**src/source/rom_loader_defs.svh**
```systemverilog
/*
 * ROM loader constants.
 * Byte address bounds of the download regions and the length
 * of the game core reset hold after loading.
 */

`ifndef ROM_LOADER_DEFS_SVH
`define ROM_LOADER_DEFS_SVH

// Main CPU, sound CPU and gfx1 occupy everything below this address
`define CPU_REGION_END 25'h16000

// Sprite graphics from six ROMs merged into 32-bit fetches
`define SPR_REGION_BASE 25'h16000
`define SPR_REGION_END 25'h22000

// Cycles of clk_sd that core_reset stays high after the last reset condition
`define RESET_HOLD 16

`endif

```
**src/source/rom_loader_pkg.sv**
```systemverilog
/*
 * ROM loader types.
 * Download stream and memory write port types shared by the lanes.
 */

`default_nettype none

package rom_loader_pkg;

	// Byte address as delivered by the loader
	typedef logic [24:0] dl_addr_t;

	// One byte of the download stream
	typedef logic [7:0] dl_byte_t;

	// Word address on the memory write ports
	typedef logic [22:0] mem_addr_t;

	// Data word on the memory write ports
	typedef logic [15:0] mem_word_t;

	// Upper select in bit 1, lower select in bit 0
	typedef logic [1:0] byte_sel_t;

endpackage

`default_nettype wire

```
**src/source/cpu_rom_lane.sv**
```systemverilog
/*
 * CPU ROM lane.
 * Turns download bytes of the program and gfx1 region into toggled
 * 16-bit memory writes, with one issued and one held write.
 */

`timescale 1ns/100ps
`default_nettype none
`include "rom_loader_defs.svh"

module cpu_rom_lane
	import rom_loader_pkg::*;
(
	input  logic      clk_sd,
	input  logic      reset,
	input  logic      dl_active,
	input  logic      dl_wr,
	input  dl_addr_t  dl_addr,
	input  dl_byte_t  dl_data,
	output logic      mem_req,
	input  logic      mem_ack,
	output mem_addr_t mem_addr,
	output byte_sel_t mem_ds,
	output mem_word_t mem_data,
	output logic      busy,
	output logic      overrun
);

	logic      dl_wr_last;
	logic      hit;
	logic      outstanding;
	logic      stage_valid;
	mem_addr_t stage_addr;
	byte_sel_t stage_ds;
	mem_word_t stage_data;
	logic      hold_valid;
	mem_addr_t hold_addr;
	byte_sel_t hold_ds;
	mem_word_t hold_data;
	logic      issue_hold;
	logic      issue_stage;
	logic      load_hold;
	logic      drop;

	// Rising strobe on a byte that belongs to this lane
	assign hit = dl_active && dl_wr && !dl_wr_last && (dl_addr < `CPU_REGION_END);

	assign outstanding = mem_req ^ mem_ack;
	assign busy = outstanding | hold_valid | stage_valid;

	// The held write always goes out before a newer staged one
	assign issue_hold = !outstanding && hold_valid;
	assign issue_stage = !outstanding && !hold_valid && stage_valid;
	assign load_hold = stage_valid && (outstanding ? !hold_valid : hold_valid);
	assign drop = stage_valid && outstanding && hold_valid;

	always_ff @(posedge clk_sd) begin
		if (reset) begin
			dl_wr_last <= 1'b0;
			stage_valid <= 1'b0;
			hold_valid <= 1'b0;
			mem_req <= 1'b0;
			mem_addr <= '0;
			mem_ds <= '0;
			mem_data <= '0;
			overrun <= 1'b0;
		end else begin
			dl_wr_last <= dl_wr;
			stage_valid <= hit;
			if (issue_hold || issue_stage)
				mem_req <= ~mem_req;
			if (issue_hold) begin
				mem_addr <= hold_addr;
				mem_ds <= hold_ds;
				mem_data <= hold_data;
			end else if (issue_stage) begin
				mem_addr <= stage_addr;
				mem_ds <= stage_ds;
				mem_data <= stage_data;
			end
			if (load_hold)
				hold_valid <= 1'b1;
			else if (issue_hold)
				hold_valid <= 1'b0;
			if (drop)
				overrun <= 1'b1;
		end
	end

	// Word address is the byte address halved and odd bytes go to the upper half
	always_ff @(posedge clk_sd) begin
		if (hit) begin
			stage_addr <= dl_addr[23:1];
			stage_ds <= {dl_addr[0], ~dl_addr[0]};
			stage_data <= {dl_data, dl_data};
		end
		if (load_hold) begin
			hold_addr <= stage_addr;
			hold_ds <= stage_ds;
			hold_data <= stage_data;
		end
	end

endmodule

`default_nettype wire

```
**src/source/load_supervisor.sv**
```systemverilog
/*
 * Load supervisor.
 * Marks the ROM as loaded once both lanes drain, keeps the game core
 * in reset for a fixed time afterwards and collects lane overruns.
 */

`timescale 1ns/100ps
`default_nettype none
`include "rom_loader_defs.svh"

module load_supervisor (
	input  logic clk_sd,
	input  logic reset,
	input  logic dl_active,
	input  logic reset_req,
	input  logic cpu_busy,
	input  logic spr_busy,
	input  logic cpu_overrun,
	input  logic spr_overrun,
	output logic rom_loaded,
	output logic core_reset,
	output logic load_error
);

	localparam int HOLD_W = $clog2(`RESET_HOLD + 1);

	logic              dl_active_last;
	logic              dl_seen;
	logic              dl_rise;
	logic              drained;
	logic [HOLD_W-1:0] hold_cnt;

	assign dl_rise = dl_active && !dl_active_last;
	assign drained = !dl_active && !cpu_busy && !spr_busy && dl_seen;

	// ========================================
	// Download tracking
	// ========================================

	always_ff @(posedge clk_sd) begin
		if (reset) begin
			dl_active_last <= 1'b0;
			dl_seen <= 1'b0;
			rom_loaded <= 1'b0;
		end else begin
			dl_active_last <= dl_active;
			if (dl_active)
				dl_seen <= 1'b1;
			// A fresh download invalidates the loaded image
			if (dl_rise)
				rom_loaded <= 1'b0;
			else if (drained)
				rom_loaded <= 1'b1;
		end
	end

	// ========================================
	// Core reset hold
	// ========================================

	// Reloaded on every cycle a reset condition holds, then counts out
	always_ff @(posedge clk_sd) begin
		if (reset)
			hold_cnt <= HOLD_W'(`RESET_HOLD);
		else if (!rom_loaded || reset_req)
			hold_cnt <= HOLD_W'(`RESET_HOLD);
		else if (hold_cnt != '0)
			hold_cnt <= hold_cnt - 1'b1;
	end

	assign core_reset = !rom_loaded || reset_req || (hold_cnt != '0);

	always_ff @(posedge clk_sd) begin
		if (reset)
			load_error <= 1'b0;
		else if (cpu_overrun || spr_overrun)
			load_error <= 1'b1;
	end

endmodule

`default_nettype wire

```
**src/source/rom_loader.sv**
```systemverilog
/*
 * ROM download path.
 * Two lanes turn the loader byte stream into memory writes and a
 * supervisor derives loaded status, core reset and load error.
 */

`timescale 1ns/100ps
`default_nettype none

module rom_loader
	import rom_loader_pkg::*;
(
	input  logic      clk_sd,
	input  logic      reset,
	input  logic      dl_active,
	input  logic      dl_wr,
	input  dl_addr_t  dl_addr,
	input  dl_byte_t  dl_data,
	input  logic      reset_req,
	output logic      cpu_req,
	input  logic      cpu_ack,
	output mem_addr_t cpu_addr,
	output byte_sel_t cpu_ds,
	output mem_word_t cpu_data,
	output logic      spr_req,
	input  logic      spr_ack,
	output mem_addr_t spr_addr,
	output byte_sel_t spr_ds,
	output mem_word_t spr_data,
	output logic      rom_loaded,
	output logic      core_reset,
	output logic      load_error
);

	logic cpu_busy;
	logic cpu_overrun;
	logic spr_busy;
	logic spr_overrun;

	// Main and sound program plus gfx1
	cpu_rom_lane u_cpu_lane (
		.clk_sd    (clk_sd),
		.reset     (reset),
		.dl_active (dl_active),
		.dl_wr     (dl_wr),
		.dl_addr   (dl_addr),
		.dl_data   (dl_data),
		.mem_req   (cpu_req),
		.mem_ack   (cpu_ack),
		.mem_addr  (cpu_addr),
		.mem_ds    (cpu_ds),
		.mem_data  (cpu_data),
		.busy      (cpu_busy),
		.overrun   (cpu_overrun)
	);

	// Sprite graphics merged into 32-bit words
	sprite_rom_lane u_spr_lane (
		.clk_sd    (clk_sd),
		.reset     (reset),
		.dl_active (dl_active),
		.dl_wr     (dl_wr),
		.dl_addr   (dl_addr),
		.dl_data   (dl_data),
		.mem_req   (spr_req),
		.mem_ack   (spr_ack),
		.mem_addr  (spr_addr),
		.mem_ds    (spr_ds),
		.mem_data  (spr_data),
		.busy      (spr_busy),
		.overrun   (spr_overrun)
	);

	load_supervisor u_supervisor (
		.clk_sd      (clk_sd),
		.reset       (reset),
		.dl_active   (dl_active),
		.reset_req   (reset_req),
		.cpu_busy    (cpu_busy),
		.spr_busy    (spr_busy),
		.cpu_overrun (cpu_overrun),
		.spr_overrun (spr_overrun),
		.rom_loaded  (rom_loaded),
		.core_reset  (core_reset),
		.load_error  (load_error)
	);

endmodule

`default_nettype wire

```
**src/source/sprite_rom_lane.sv**
```systemverilog
/*
 * Sprite ROM lane.
 * Remaps sprite region bytes so the sprite ROMs merge into 32-bit
 * fetches, and issues them as toggled 16-bit memory writes.
 */

`timescale 1ns/100ps
`default_nettype none
`include "rom_loader_defs.svh"

module sprite_rom_lane
	import rom_loader_pkg::*;
(
	input  logic      clk_sd,
	input  logic      reset,
	input  logic      dl_active,
	input  logic      dl_wr,
	input  dl_addr_t  dl_addr,
	input  dl_byte_t  dl_data,
	output logic      mem_req,
	input  logic      mem_ack,
	output mem_addr_t mem_addr,
	output byte_sel_t mem_ds,
	output mem_word_t mem_data,
	output logic      busy,
	output logic      overrun
);

	logic      dl_wr_last;
	logic      in_region;
	logic      hit;
	dl_addr_t  spr_offset;
	logic      outstanding;
	logic      stage_valid;
	mem_addr_t stage_addr;
	byte_sel_t stage_ds;
	mem_word_t stage_data;
	logic      hold_valid;
	mem_addr_t hold_addr;
	byte_sel_t hold_ds;
	mem_word_t hold_data;
	logic      issue_hold;
	logic      issue_stage;
	logic      load_hold;
	logic      drop;

	// Palette and lookup bytes above the region are not taken
	assign in_region = (dl_addr >= `SPR_REGION_BASE) && (dl_addr < `SPR_REGION_END);
	assign hit = dl_active && dl_wr && !dl_wr_last && in_region;
	assign spr_offset = dl_addr - `SPR_REGION_BASE;

	assign outstanding = mem_req ^ mem_ack;
	assign busy = outstanding | hold_valid | stage_valid;

	assign issue_hold = !outstanding && hold_valid;
	assign issue_stage = !outstanding && !hold_valid && stage_valid;
	assign load_hold = stage_valid && (outstanding ? !hold_valid : hold_valid);
	assign drop = stage_valid && outstanding && hold_valid;

	// ========================================
	// Request toggle and hold control
	// ========================================

	always_ff @(posedge clk_sd) begin
		if (reset) begin
			dl_wr_last <= 1'b0;
			stage_valid <= 1'b0;
			hold_valid <= 1'b0;
			mem_req <= 1'b0;
			mem_addr <= '0;
			mem_ds <= '0;
			mem_data <= '0;
			overrun <= 1'b0;
		end else begin
			dl_wr_last <= dl_wr;
			stage_valid <= hit;
			if (issue_hold || issue_stage)
				mem_req <= ~mem_req;
			if (issue_hold) begin
				mem_addr <= hold_addr;
				mem_ds <= hold_ds;
				mem_data <= hold_data;
			end else if (issue_stage) begin
				mem_addr <= stage_addr;
				mem_ds <= stage_ds;
				mem_data <= stage_data;
			end
			if (load_hold)
				hold_valid <= 1'b1;
			else if (issue_hold)
				hold_valid <= 1'b0;
			if (drop)
				overrun <= 1'b1;
		end
	end

	// ========================================
	// Address interleave
	// ========================================

	// Offset bit 15 picks the word within a 32-bit pair and bit 14 the byte
	always_ff @(posedge clk_sd) begin
		if (hit) begin
			stage_addr <= {spr_offset[23:16], spr_offset[13:0], spr_offset[15]};
			stage_ds <= {spr_offset[14], ~spr_offset[14]};
			stage_data <= {dl_data, dl_data};
		end
		if (load_hold) begin
			hold_addr <= stage_addr;
			hold_ds <= stage_ds;
			hold_data <= stage_data;
		end
	end

endmodule

`default_nettype wire

```
**config.mk**
```make
export PLATFORM = sky130hd
export DESIGN_NAME = rom_loader
export DESIGN_NICKNAME = d
export VERILOG_FILES = /design/src/source/rom_loader_pkg.sv /design/src/source/cpu_rom_lane.sv /design/src/source/load_supervisor.sv /design/src/source/rom_loader.sv /design/src/source/sprite_rom_lane.sv
export VERILOG_INCLUDE_DIRS = /design/src /design/src/source
export SDC_FILE = /design/constraint.sdc
export NUM_CORES = 1
export LEC_CHECK = 0
export BUFFER_PORTS_ARGS = -buffer_cell sky130_fd_sc_hd__buf_2
export CORE_MARGIN = 1
export CORE_UTILIZATION = 60
export DETAILED_ROUTE_END_ITERATION = 8
export MAX_ROUTING_LAYER = met4
export PLACE_DENSITY = 0.95
export SLEW_MARGIN = 20
export SYNTH_ARGS = -nofsm -noshare
export SYNTH_HDL_FRONTEND = slang
export SYNTH_SLANG_ARGS = --single-unit
export TNS_END_PERCENT = 10
```
**constraint.sdc**
```tcl
create_clock -name clk_sd -period 8.15 [get_ports clk_sd]
set_input_delay 1.2225 -clock clk_sd [delete_from_list [all_inputs] [get_ports clk_sd]]
set_output_delay 1.2225 -clock clk_sd [all_outputs]
set_load 0.1 [all_outputs]
```
==> flow_summary.yaml <==
outcome:
  outcome: "finished, final reports clean"
yosys:
  syn_inst: 559
  yosysTopAreaCellShare_pct: 49.6
  synth.distinct_cells: 35
  synth-compound-area-share_pct: 7.77
  syn_area_um2: 7990
  yosysSeqAreaShare_pct: 70.7
  synthMuxAreaShare_pct: 8.40
  synthXorXnorAreaFrac_pct: 1.75
  yosysWarningCount: 0
  synth_top_family_by_area: "multiplexers"
  synth-simple-area-share_pct: 6.16
  synth_top_cell_by_area: "edfxtp_1"
  yosys-top-cells-area: "edfxtp_1 50%, dfxtp_1 21%, mux2i_1 8.4%, a211oi_1 6.3%, nor2_1 3.9%"
  synth_fa_ha_area_share_pct: 1.25
  syn_area_per_cell_um2: 14.3
  ys_ff_latch: 216
  synthesis.nets: 607
die:
  io_pins: 127
  core_area_um2: 12800
  dieHeight_um: 117
  initial_utilization_pct: 62.5
  fp.dieW_um: 117
  core.rowCount: 41
  die-area_um2: 13800
clocking:
  cts_resized: 0
  cts_buffers: 21
  tritoncts: "done"
  cts.sinks: 216
  clk_latency_ns: 0.48
  cts_setup_buffers: 0
  cts_root_buf: "clkbuf_16"
  cts_hold_buf: 0
  path_clk_slew_ns: 0.06
  clk_path_buf_depth: 3
  htree_levels: 1
min_path:
  min_path_cells: 0
  hp-class: "flop to flop"
setup_path:
  critPathMaxFanout: 5
  endpoint_kind: "primary output"
  rr_worst_depth: 5
  worstSetupPathType: "flop to primary output"
  required_ns: 6.93
  arrival_ns: 2.36
  critPathLaunchType: "flop"
timing:
  finalSetupViolCount: 0
  layout_min_cycle_time_ns: 3.58
  setup_tns_ns: 0
  relSlewSlack_pct: 29.6
  rsz0062_at_grt: "no"
  fmax_mhz: 279
  finalHoldViolations: 0
  post-route-period-util_pct: 43.9
  worst_slew_pin_slew_ns: 1.06
  fin_skew_ns: 0.0132
  slew_viol_final: 0
power:
  ir_drop_uv: 173
  powerDensity_nw_per_um2: 228
  leakage_nw: 3.28
cells_and_area:
  n_fill_cell: 708
  nets: 712
  fin_util_pct: 72.7
  area_delta_synth_final_pct: 16.4
  seqCellArea_um2: 5650
  drive_gt1_share_pct: 25.4
  diodes: 0
  multi_input_area_um2: 2060
global_routing:
  antenna_found_initial: 0
  grt_overflow: 0
  grt_max_degree: 82
  grt_pass1_vias: 4839
  grt_pass1_wl_mm: 26.7
  track_usage_pct: 25.5
placement:
  dp_hpwl_mm: 10.8
  gp_congestion: 0.821
  port_buffers: 126
detailed_routing:
  post_drt_wl_per_cell_um: 20.5
  initialDrtViolationCount: 376
  dr.pass1.iters: 5
  routed_wl_mm: 17.4
  num_vias: 4964
  ant_nets: 0
  drcViolationCount: 0
  vias_per_cell: 5.84
flow_run:
  drv_cap: 0
[layer usage]
metal	global-route usage [%]	part of all wire [%]	vias up	wire [um]
met3	3.36	8.6	27	1490
met4	6.41	1.8	0	316
met1	35.5	41	2413	7130
met5	-	0	-	0
met2	40.1	49	282	8450
li1	-	-	2242	-
[sequential cells by signal (all words and copies together) (netlist names), 2 cells and up]
register,count
u_cpu_lane.stage_ds,2
u_spr_lane.hold_ds,2
u_spr_lane.mem_ds,2
u_spr_lane.stage_data,8
u_supervisor.hold_cnt,5
u_spr_lane.hold_addr,23
u_spr_lane.stage_ds,2
u_spr_lane.hold_data,8
u_cpu_lane.hold_ds,2
u_spr_lane.mem_addr,23
u_spr_lane.mem_data,8
u_cpu_lane.mem_addr,23
u_cpu_lane.stage_addr,23
u_cpu_lane.hold_data,8
u_cpu_lane.hold_addr,23
u_cpu_lane.stage_data,8
u_cpu_lane.mem_data,8
u_cpu_lane.mem_ds,2
u_spr_lane.stage_addr,23
[cell usage in the layout, fill, tap and decap left out, types with 2 or more instances in the layout]
master,count
mux2i_1,67
nor3b_1,2
ha_1,6
a211oi_1,67
xor2_1,7
clkbuf_1,6
nor2_1,82
nor4b_1,2
a21o_4,2
inv_1,12
nor3_1,6
dfxtp_1,84
nand2_1,4
buf_4,5
clkinv_1,3
xnor2_1,9
clkbuf_8,4
a21oi_1,5
edfxtp_1,132
buf_2,126
and2_1,2
clkbuf_16,21
o21ba_2,2
[cells by family (layout without fill, tap and decap cells)]
| family | after synthesis | after routing |
|---|---|---|
| adders and majority gates | 8 | 8 |
| and+or+nand+nor | 110 | 110 |
| DFF | 216 | 216 |
| muxes | 67 | 67 |
| buffers and inverters | 61 | 180 |
| AOI/OAI and AO/OA | 81 | 81 |
| xor gates and xnor gates | 16 | 16 |
[power breakdown]
| part | internal (mW) | switching [mW] | leakage, nW |
|---|---|---|---|
| registers | 1.15 | 0.000743 | 1.86 |
| clock network | 0.546 | 0.372 | 0.323 |
| logic | 0.0143 | 0.0290 | 1.10 |
| total | 1.71 | 0.402 | 3.28 |
[layout make-up]
type | instances | share of cell area, %
multi-input cells | 282 | 22.2
repair buffers | 131 | 7.19
well taps | 172 | 2.32
clock inverters | 5 | 0.512
clock buffers | 32 | 6.57
inverters | 12 | 0.485
flip-flops and latches | 216 | 60.8
[through the flow]
stage               cells  total power [mW]  hold slack [ns]  instance area (um2)  worst slack, ns
floorplan             559              1.20            0.426                 7990             3.68
global placement      813              1.22            0.430                 8610             4.09
detailed placement    813              1.22            0.435                 8610             3.90
CTS                   850              2.12            0.449                 9270             4.31
global route          850              2.17            0.464                 9290             4.50
finish                850              2.12            0.448                 9290             4.57
[worst max-delay path, cell delays in order (launching register included)]
cell,delay (ns)
dfxtp_1,0.34
inv_1,0.11
ha_1,0.18
or4b_1,0.56
or3b_1,0.40
buf_2,0.30
[worst paths after layout]
kind	slack [ns]	end	from
worst min-delay path	0.45	u_cpu_lane.hold_addr[18]	u_cpu_lane.stage_addr[18]
worst min register to register	0.45	u_cpu_lane.hold_addr[18]	u_cpu_lane.stage_addr[18]
worst max-delay path	4.57	core_reset	u_supervisor.hold_cnt[0]
worst max register to register	5.36	u_spr_lane.mem_data[10]	u_spr_lane.mem_req
[Yosys cell counts (all sizes together)]
master and count:
a2111oi 2, a211oi 67, a21o 3, a21oi 5, and2 2, and4bb 1
buf 36, clkbuf 13, dfxtp 84, edfxtp 132, ha 8, inv 12
mux2i 67, nand2 4, nand3 1, nand4 1, nor2 83, nor2b 1
nor3 7, nor3b 2, nor4 1, nor4b 2, nor4bb 1, o21a 1
o21ai 1, o21ba 2, or3 1, or3b 2, or4b 1, xnor2 9
xor2 7
(Power assumes the default switching activity.)
